<file path="config.mk">
export PLATFORM = sky130hd
export DESIGN_NAME = mem_unit
export DESIGN_NICKNAME = d
export VERILOG_FILES = /design/src/hdl/mem_pkg.sv /design/src/hdl/mem_access_fsm.sv /design/src/hdl/mem_wait_timer.sv /design/src/hdl/mem_port_router.sv /design/src/hdl/mem_load_format.sv /design/src/hdl/mem_unit.sv
export SDC_FILE = /design/constraint.sdc
export NUM_CORES = 1
export LEC_CHECK = 0
export ABC_AREA = 1
export BUFFER_PORTS_ARGS = -buffer_cell sky130_fd_sc_hd__buf_2
export CORE_AREA = 2 2 234 236
export CTS_CLUSTER_SIZE = 16
export DETAILED_ROUTE_END_ITERATION = 8
export DIE_AREA = 0 0 236 238
export GPL_TIMING_DRIVEN = 0
export PLACE_DENSITY = 0.57
export SYNTH_ARGS = -nofsm -noshare
export SYNTH_HDL_FRONTEND = slang
export SYNTH_SLANG_ARGS = --single-unit
export TNS_END_PERCENT = 5
</file>
<file path="constraint.sdc">
create_clock -name clk -period 8.65 [get_ports clk]
set_input_delay 2.595 -clock clk [delete_from_list [all_inputs] [get_ports clk]]
set_output_delay 2.595 -clock clk [all_outputs]
set_load 0.02 [all_outputs]
</file>
<file path="src/hdl/mem_pkg.sv">
////////////////////////////////////////
// shared types and constants for the
// load/store access block
////////////////////////////////////////

package mem_pkg;

  localparam int MEM_ADDR_W = 64;
  localparam int MEM_DATA_W = 64;

  // wait cycles allowed before a request is dropped
  localparam int MEM_TIMEOUT = 16;
  localparam int MEM_TMR_W = $clog2(MEM_TIMEOUT);

  // addr[31:28] of the uart window
  localparam logic [3:0] MEM_PERIPH_TAG = 4'h1;

  typedef enum logic {
    MEM_OP_READ  = 1'b0,
    MEM_OP_WRITE = 1'b1
  } mem_op_e;

  // byte count minus one
  typedef enum logic [2:0] {
    MEM_SIZE_B = 3'd0,
    MEM_SIZE_H = 3'd1,
    MEM_SIZE_W = 3'd3,
    MEM_SIZE_D = 3'd7
  } mem_size_e;

  typedef enum logic [1:0] {
    ST_IDLE = 2'd0,
    ST_WAIT = 2'd1,
    ST_DONE = 2'd2
  } mem_state_e;

  typedef struct packed {
    logic [MEM_ADDR_W-1:0] addr;
    mem_size_e             size;
    mem_op_e               op;
    logic [MEM_DATA_W-1:0] wdata;
  } mem_req_t;

endpackage

</file>
<file path="src/hdl/mem_access_fsm.sv">
////////////////////////////////////////
// access sequencer: issue, wait, done
////////////////////////////////////////

`timescale 1ns/1ps

module mem_access_fsm (
  input  logic clk,
  input  logic rst,
  input  logic i_start,
  input  logic i_ren,
  input  logic i_wen,
  input  logic i_xfer,
  input  logic i_expired,
  input  logic i_ack,
  output logic o_issue,
  output logic o_drop,
  output logic o_capture,
  output logic o_counting,
  output logic o_done,
  output logic o_err
);

  import mem_pkg::*;

  mem_state_e state_q;
  mem_state_e state_d;
  logic       err_q;
  logic       start_ok;

  // start only counts when idle and some enable is set
  assign start_ok = (state_q == ST_IDLE) && i_start && (i_ren || i_wen);

  always_comb begin
    state_d = state_q;
    case (state_q)
      ST_IDLE: begin
        if (start_ok) begin
          state_d = ST_WAIT;
        end
      end
      ST_WAIT: begin
        // transfer and timeout both finish the access
        if (i_xfer || i_expired) begin
          state_d = ST_DONE;
        end
      end
      ST_DONE: begin
        if (i_ack) begin
          state_d = ST_IDLE;
        end
      end
      default: begin
        state_d = ST_IDLE;
      end
    endcase
  end

  always_ff @(posedge clk) begin
    if (rst) begin
      state_q <= ST_IDLE;
      err_q   <= 1'b0;
    end else begin
      state_q <= state_d;
      if (o_drop) begin
        err_q <= 1'b1;
      end else if ((state_q == ST_DONE) && i_ack) begin
        err_q <= 1'b0;
      end
    end
  end

  assign o_issue    = start_ok;
  // a late transfer still wins over expiry
  assign o_capture  = (state_q == ST_WAIT) && i_xfer;
  assign o_drop     = (state_q == ST_WAIT) && i_expired && !i_xfer;
  assign o_counting = (state_q == ST_WAIT);
  assign o_done     = (state_q == ST_DONE);
  assign o_err      = err_q;

endmodule

</file>
<file path="src/hdl/mem_wait_timer.sv">
////////////////////////////////////////
// wait-cycle counter with timeout flag
////////////////////////////////////////

`timescale 1ns/1ps

module mem_wait_timer (
  input  logic clk,
  input  logic rst,
  input  logic i_counting,
  output logic o_expired
);

  import mem_pkg::*;

  logic [MEM_TMR_W-1:0] cnt_q;

  always_ff @(posedge clk) begin
    if (rst) begin
      cnt_q <= '0;
    end else if (!i_counting) begin
      cnt_q <= '0;
    end else begin
      cnt_q <= cnt_q + 1'b1;
    end
  end

  // high in the last allowed wait cycle, so req falls after
  // exactly MEM_TIMEOUT cycles
  assign o_expired = i_counting && (cnt_q == MEM_TMR_W'(MEM_TIMEOUT - 1));

endmodule

</file>
<file path="src/hdl/mem_port_router.sv">
////////////////////////////////////////
// address decode, port request registers
// and read data capture
////////////////////////////////////////

`timescale 1ns/1ps

module mem_port_router (
  input  logic                          clk,
  input  logic                          rst,
  input  logic                          i_issue,
  input  logic                          i_drop,
  input  logic                          i_capture,
  input  logic                          i_ren,
  input  mem_pkg::mem_req_t             i_req,
  input  logic                          i_dc_ack,
  input  logic [mem_pkg::MEM_DATA_W-1:0] i_dc_rdata,
  input  logic                          i_nc_ack,
  input  logic [mem_pkg::MEM_DATA_W-1:0] i_nc_rdata,
  output logic                          o_xfer,
  output logic                          o_dc_req,
  output mem_pkg::mem_req_t             o_dc_cmd,
  output logic                          o_nc_req,
  output mem_pkg::mem_req_t             o_nc_cmd,
  output logic [mem_pkg::MEM_DATA_W-1:0] o_raw_rdata,
  output mem_pkg::mem_size_e            o_size
);

  import mem_pkg::*;

  mem_req_t              cmd;
  mem_req_t              act_cmd;
  logic                  is_periph;
  logic                  sel_nc_q;
  logic [MEM_DATA_W-1:0] port_rdata;
  logic [MEM_DATA_W-1:0] raw_q;
  mem_size_e             size_q;

  // op comes from the enables, read wins
  always_comb begin
    cmd    = i_req;
    cmd.op = i_ren ? MEM_OP_READ : MEM_OP_WRITE;
  end

  assign is_periph = (i_req.addr[31:28] == MEM_PERIPH_TAG);

  always_ff @(posedge clk) begin
    if (rst) begin
      o_dc_req <= 1'b0;
      o_nc_req <= 1'b0;
      sel_nc_q <= 1'b0;
    end else if (i_issue) begin
      o_dc_req <= !is_periph;
      o_nc_req <= is_periph;
      sel_nc_q <= is_periph;
    end else if (i_capture || i_drop) begin
      o_dc_req <= 1'b0;
      o_nc_req <= 1'b0;
    end
  end

  // command registers, only the chosen port is loaded
  always_ff @(posedge clk) begin
    if (i_issue && is_periph) begin
      o_nc_cmd <= cmd;
    end
    if (i_issue && !is_periph) begin
      o_dc_cmd <= cmd;
    end
  end

  assign act_cmd    = sel_nc_q ? o_nc_cmd : o_dc_cmd;
  assign port_rdata = sel_nc_q ? i_nc_rdata : i_dc_rdata;
  assign o_xfer     = sel_nc_q ? (o_nc_req && i_nc_ack) : (o_dc_req && i_dc_ack);

  // last captured data and size, kept for the formatter
  always_ff @(posedge clk) begin
    if (rst) begin
      raw_q  <= '0;
      size_q <= MEM_SIZE_D;
    end else if (i_capture) begin
      raw_q  <= o_raw_rdata;
      size_q <= act_cmd.size;
    end
  end

  // passes the port data through in the transfer cycle
  always_comb begin
    if (i_capture) begin
      o_raw_rdata = (act_cmd.op == MEM_OP_READ) ? port_rdata : '0;
      o_size      = act_cmd.size;
    end else begin
      o_raw_rdata = raw_q;
      o_size      = size_q;
    end
  end

endmodule

</file>
<file path="src/hdl/mem_load_format.sv">
////////////////////////////////////////
// load data zero-extension by size
////////////////////////////////////////

`timescale 1ns/1ps

module mem_load_format (
  input  logic                          clk,
  input  logic                          rst,
  input  logic [mem_pkg::MEM_DATA_W-1:0] i_raw,
  input  mem_pkg::mem_size_e            i_size,
  output logic [mem_pkg::MEM_DATA_W-1:0] o_rdata
);

  import mem_pkg::*;

  logic [MEM_DATA_W-1:0] masked;
  logic [MEM_DATA_W-1:0] rdata_q;

  // keep only the accessed low bytes
  always_comb begin
    case (i_size)
      MEM_SIZE_B: begin
        masked = {{(MEM_DATA_W-8){1'b0}}, i_raw[7:0]};
      end
      MEM_SIZE_H: begin
        masked = {{(MEM_DATA_W-16){1'b0}}, i_raw[15:0]};
      end
      MEM_SIZE_W: begin
        masked = {{(MEM_DATA_W-32){1'b0}}, i_raw[31:0]};
      end
      MEM_SIZE_D: begin
        masked = i_raw;
      end
      default: begin
        masked = i_raw;
      end
    endcase
  end

  // registered at the edge after the transfer, alongside done
  always_ff @(posedge clk) begin
    if (rst) begin
      rdata_q <= '0;
    end else begin
      rdata_q <= masked;
    end
  end

  assign o_rdata = rdata_q;

endmodule

</file>
<file path="src/hdl/mem_unit.sv">
////////////////////////////////////////
// load/store access block top level
////////////////////////////////////////

`timescale 1ns/1ps

module mem_unit (
  input  logic                          clk,
  input  logic                          rst,
  // requester
  input  logic                          i_start,
  input  logic                          i_ren,
  input  logic                          i_wen,
  input  mem_pkg::mem_req_t             i_req,
  input  logic                          i_ack,
  output logic                          o_done,
  output logic                          o_err,
  output logic [mem_pkg::MEM_DATA_W-1:0] o_rdata,
  // data cache
  output logic                          o_dc_req,
  output mem_pkg::mem_req_t             o_dc_cmd,
  input  logic                          i_dc_ack,
  input  logic [mem_pkg::MEM_DATA_W-1:0] i_dc_rdata,
  // uncached peripheral
  output logic                          o_nc_req,
  output mem_pkg::mem_req_t             o_nc_cmd,
  input  logic                          i_nc_ack,
  input  logic [mem_pkg::MEM_DATA_W-1:0] i_nc_rdata
);

  import mem_pkg::*;

  logic                  issue;
  logic                  drop;
  logic                  capture;
  logic                  counting;
  logic                  expired;
  logic                  xfer;
  logic [MEM_DATA_W-1:0] raw_rdata;
  mem_size_e             raw_size;

  mem_access_fsm fsm_i (
    .clk        (clk),
    .rst        (rst),
    .i_start    (i_start),
    .i_ren      (i_ren),
    .i_wen      (i_wen),
    .i_xfer     (xfer),
    .i_expired  (expired),
    .i_ack      (i_ack),
    .o_issue    (issue),
    .o_drop     (drop),
    .o_capture  (capture),
    .o_counting (counting),
    .o_done     (o_done),
    .o_err      (o_err)
  );

  mem_wait_timer timer_i (
    .clk        (clk),
    .rst        (rst),
    .i_counting (counting),
    .o_expired  (expired)
  );

  mem_port_router router_i (
    .clk         (clk),
    .rst         (rst),
    .i_issue     (issue),
    .i_drop      (drop),
    .i_capture   (capture),
    .i_ren       (i_ren),
    .i_req       (i_req),
    .i_dc_ack    (i_dc_ack),
    .i_dc_rdata  (i_dc_rdata),
    .i_nc_ack    (i_nc_ack),
    .i_nc_rdata  (i_nc_rdata),
    .o_xfer      (xfer),
    .o_dc_req    (o_dc_req),
    .o_dc_cmd    (o_dc_cmd),
    .o_nc_req    (o_nc_req),
    .o_nc_cmd    (o_nc_cmd),
    .o_raw_rdata (raw_rdata),
    .o_size      (raw_size)
  );

  mem_load_format format_i (
    .clk     (clk),
    .rst     (rst),
    .i_raw   (raw_rdata),
    .i_size  (raw_size),
    .o_rdata (o_rdata)
  );

endmodule

</file>
After elaboration in Yosys (flattened, before gate mapping):

Cells that the tools add are included.

* register bits: 405
* bits in latches: 0
* output and inout port bits: 332
* memory bits (read-only): 0
* input bits: 268
* bits in writable memories: 0
* memories kept: 0

* div/mod/pow operators: 0
* add/subtract/negate cells: 1
* bitwise gates (word level): 1
* muxes and demuxes: 17
* magnitude comparators: 0
* equality and inequality tests: 9
* multipliers: 0
* reduce and logical (&&, ||, !) cells: 22
* shift operators: 0

Operator list (count)
* two-way mux 64 bit: 3
* case mux 64 bit (3 select lines): 1
* two-way mux 68 bit: 1
* logical AND 1 bit: 11
* two-way mux 1 bit: 7
* two-way mux 2 bit: 3
* case mux 2 bit (3 select lines): 1
* adder 4 x 1 -> 4 bit, second input constant: 1
* equality test 4 x 1 -> 1 bit, second input constant: 1
* equality test 4 bit, second input constant: 1
* != test 2 bit, second input constant: 2
* nonzero test 2 bit: 2
* equality test 3 x 1 -> 1 bit, second input constant: 1
* equality test 3 x 2 -> 1 bit, second input constant: 1
* zero test 3 bit: 1
* logical OR 1 bit: 3
* two-way mux 3 bit: 1
* AND reduction 3 bit: 1
* equality test 2 x 1 -> 1 bit, second input constant: 1
* equality test 2 bit, second input constant: 1
* zero test 1 bit: 2
* zero test 2 bit: 1
* != test 2 x 1 -> 1 bit, second input constant: 1
* OR reduction 2 bit: 1
* inverter 1 bit: 1

Longest topological paths before layout:

* word-level depth: 7
* mapped depth: 10
* gate-level depth less buffers: 9

By module:

From an unflattened synthesis, not the netlist that was laid out.

* cell total of the unflattened synthesis: 1129
* area, all modules: 13877.1 um^2

Modules (own cells, without submodules)
* mem_port_router: instances 1, area an instance 11588.6 um^2, cells each 861
* mem_load_format: instances 1, area an instance 1926.8 um^2, cells each 212
* mem_access_fsm: instances 1, area an instance 200.2 um^2, cells each 34
* mem_wait_timer: instances 1, area an instance 161.4 um^2, cells each 22

Worst setup path before layout:

Ideal clock, no wire load.

* path type: in2reg
* start point: in i_wen
* end point: reg, netlist name router_i.o_dc_cmd[0]
* data arrival time: 8406 ps
* buffers on the path: 0
* path slack: -384 ps
* stages on the path: 3
* cell sequence: or2_2 nand3_1 nor2_1

* cells in the longest elaborated chain, start to end: 3

Ends and longest elaborated chain
* start, declared: RTL line mem_unit.sv:13 `input logic i_wen,`
* logical OR 1 bit: RTL line mem_access_fsm.sv:32 `assign start_ok = (state_q == ST_IDLE) && i_start && (i_ren || i_wen);`
* logical AND 1 bit: RTL line mem_access_fsm.sv:32
* logical AND 1 bit: RTL line mem_port_router.sv:67 `if (i_issue && !is_periph) begin`

Every way passes these cells.
A chain may end at the register's enable or synchronous reset.

Worst setup path after layout:

* start point: in i_ren
* end point: reg, netlist name router_i.o_dc_cmd[58]

* cells in the longest elaborated chain, start to end: 3

Ends and longest elaborated chain
* start, declared: RTL line mem_unit.sv:12 `input logic i_ren,`
* logical OR 1 bit: RTL line mem_access_fsm.sv:32
* logical AND 1 bit: RTL line mem_access_fsm.sv:32
* logical AND 1 bit: RTL line mem_port_router.sv:67

Every way passes these cells.

==> out/metrics.csv <==
stage,metric,value,unit
outcome,outcome,completed,
detailed_routing,route.detailed.drc,0,
clocking,cts.sinks,405,
finish,num-nets-final,2097,
timing,worst_pin_slew,0.745,ns
finish,syn_to_final_growth,38.4,%
floorplanning,dieArea,56200,sq um
worst_setup_path,critPathMaxFanout,33,
floorplanning,die_h,238,microns
worst_setup_path,startpoint,i_ren,
synthesis,synthesis.area,14000,sq um
clocking,cts_setup_buffers,0,
power_and_ir_drop,ir_drop,0.106,mV
clocking,clockBufferDepth,3,
global_route,grt_pass1_wl,68.4,mm
floorplanning,row_count,85,
detailed_routing,routed_wl,49.0,mm
worst_setup_path,cpPeakStageDelay,0.67,ns
synthesis,synth_area_leaders,"edfxtp_1 56%, dfxtp_1 20%, nand2_1 11%",
clocking,cts_resized,0,
timing,finalSetupViolations,0,
worst_setup_path,required,8.90,ns
synthesis,syn_area_per_cell,11.9,sq um
hold_path,min_path_type,reg -> reg,
clocking,insertion_delay,0.57,ns
place,place.gp.congestion,0.877,
global_route,first_global_vias,10500,
power_and_ir_drop,leakage,9.15,nW
synthesis,yosysUniqueCellTypes,25,
clocking,cts_tree,yes,
worst_setup_path,start_kind,primary input,
timing,final-hold-violation-count,0,
finish,fillers,5307,
global_route,grt_max_degree,92,
floorplanning,coreArea,53500,sq um
timing,fin_ws,4.36,ns
timing,fin_crit_sh,0.496,
worst_setup_path,endpoint,router_i.o_dc_cmd[58],
synthesis,syn_inst,1179,
detailed_routing,via_per_inst,4.16,
detailed_routing,wire_per_inst,19.2,microns
floorplanning,fp.dieW,236,microns
synthesis,ys_seq_area_frac,0.765,
timing,holdWs,0.457,ns
timing,fmax,233,MHz
clocking,clock-root-buffer,clkbuf_16,
synthesis,synth_flop_cell,edfxtp_1,
detailed_routing,ant_nets,0,
clocking,cts_max_level,2,
synthesis,yosysTopAreaCell,edfxtp_1,
worst_setup_path,r2r_setup_slack,6.04,ns
timing,drv_slew,0,
place,port_buffers,598,
floorplanning,ioPinCount,600,
global_route,grt_use_total,0.167,
global_route,grt_antenna_before_repair,6,
worst_setup_path,arrival,4.54,ns
synthesis,synth-edff-count,264,
place,hpwl,38.8,mm
synthesis,yosys_register_bits,405,
detailed_routing,num_vias,10600,
power_and_ir_drop,powerDensity,229,nW/um^2
synthesis,yosysWarnings,0,
detailed_routing,first_pass_iters,5,
timing,maxSlewHeadroom,0.502,
power_and_ir_drop,power,4.45,mW
worst_setup_path,r2r-end,router_i.o_dc_cmd[58],
timing,grt_setup_unrepaired,no,
worst_setup_path,cp_slowest_cell,nor2_4,
clocking,cts_buffers,44,
job,cap_violations,0,
place,dpl_worst_slack,3.79,ns
clocking,holdBufCountCts,0,
synthesis,syn_nets,1448,
floorplanning,initial_core_util,0.263,
worst_setup_path,crit_path_cell_trace,buf_2 -> or2_2 -> nand3_1 -> nor2_4 -> buf_12 -> buf_12 -> buf_12,
worst_setup_path,cp_common_cell,buf_12,
worst_setup_path,critPathKind,in -> reg,
detailed_routing,drt-initial-drc-count,477,
worst_setup_path,endpoint_kind,register,
timing,min_period,4.29,ns
clocking,path_clk_slew,0.06,ns
global_route,grt_overflow,0,
finish,drive_gt1_frac,0.393,
synthesis,synthArstFlopShare,0,
worst_setup_path,r2r-start,fsm_i.state_q[1],
synthesis,yosys.area.top_type_share,0.564,
timing,fin_worst_skew,0.0197,ns
worst_setup_path,worst-r2r-cell-count,6,
[critical path: cells and delay by family]
family | cells | cell delay [ns]
buffers and inverters | 4 | 0.87
AND/OR/NAND/NOR | 3 | 1.00
[worst min-delay path by stage]
stage,from,end,slack [ns],depth (start not counted)
after global placement,timer_i.cnt_q[0],timer_i.cnt_q[0],0.43,1
after global routing,timer_i.cnt_q[0],timer_i.cnt_q[0],0.48,1
after detailed placement,timer_i.cnt_q[0],timer_i.cnt_q[0],0.45,1
after floorplan,timer_i.cnt_q[0],timer_i.cnt_q[0],0.42,1
final,timer_i.cnt_q[0],timer_i.cnt_q[0],0.46,1
after CTS,timer_i.cnt_q[0],timer_i.cnt_q[0],0.46,1
[sequential cells by signal, indices dropped and copies added, names as in the netlist]
register,cells
fsm_i.o_err,1
format_i.o_rdata,64
router_i.o_nc_cmd,132
router_i.size_q,3
timer_i.cnt_q,4
router_i.raw_q,64
router_i.o_nc_req,1
router_i.o_dc_req,1
router_i.sel_nc_q,1
router_i.o_dc_cmd,132
fsm_i.state_q,2
[logic make-up after synthesis]
kind of cell,after synthesis,share of synthesized area
and+or+nand+nor,566,0.165
DFF,405,0.765
buffers and inverters,182,0.0586
AOI/OAI and AO/OA,25,0.00989
adders and majority gates,1,0.000891
[layout make-up]
class | count | area (sq um) | share of cell area
antenna | 1 | 2.50 | 0.000129
buffer | 46 | 313 | 0.0161
clock buffer | 62 | 1230 | 0.0632
clock inverter | 16 | 175 | 0.00901
inverter | 136 | 515 | 0.0265
multi-input combinational | 592 | 2480 | 0.128
sequential | 405 | 10800 | 0.553
tap | 696 | 871 | 0.0448
timing repair buffer | 603 | 3110 | 0.160
[routing by layer]
layer  routed length (microns)  up-vias  part of all wire  global-route usage
met3                      3740       89             0.076              0.0502
met4                      2390        6             0.049              0.0811
met5                        41        -           0.00084                   0
met2                     24900      473              0.51               0.302
met1                     17900     4974              0.37               0.178
li1                          -     5090                 -                   -
[cells in the final DEF (no fill, tap or decap), types with 10 or more instances in the layout]
cell	instances
a21oi_1	22
buf_2	611
buf_4	13
buf_6	10
clkbuf_1	23
clkbuf_16	45
dfxtp_1	141
edfxtp_1	264
inv_1	130
nand2_1	418
nand3_1	67
nor2_1	51
nor2_2	14
[cell usage after synthesis (3+ instances only)]
library cell	instances
a21oi_1	22
buf_2	13
buf_4	13
buf_6	10
clkbuf_1	10
dfxtp_1	141
edfxtp_1	264
inv_1	131
inv_2	4
nand2_1	418
nand2_2	4
nand3_1	67
nand4_1	3
nor2_1	52
nor2_2	14
[where the power goes]
part           switching, mW  leakage [nW]  internal [mW]  total (mW)
clock                  0.777         0.684           1.06        1.84
combinational          0.293          4.89          0.146       0.439
sequential            0.0213          3.58           2.15        2.17
[through the flow]
| step | TNS, ns | instance area, sq um | util | instances |
|---|---|---|---|---|
| 4_1_cts | 0 | 19400 | 0.363 | 2556 |
| 2_1_floorplan | 0 | 14000 | - | 1179 |
| 5_1_grt | 0 | 19400 | 0.363 | 2556 |
| 6_report | 0 | 19400 | 0.364 | 2557 |
| 3_3_place_gp | -11.33 | 17900 | 0.335 | 2473 |
| 3_5_place_dp | 0 | 18000 | 0.337 | 2478 |
No activity file was read; power rests on OpenSTA's default activity.
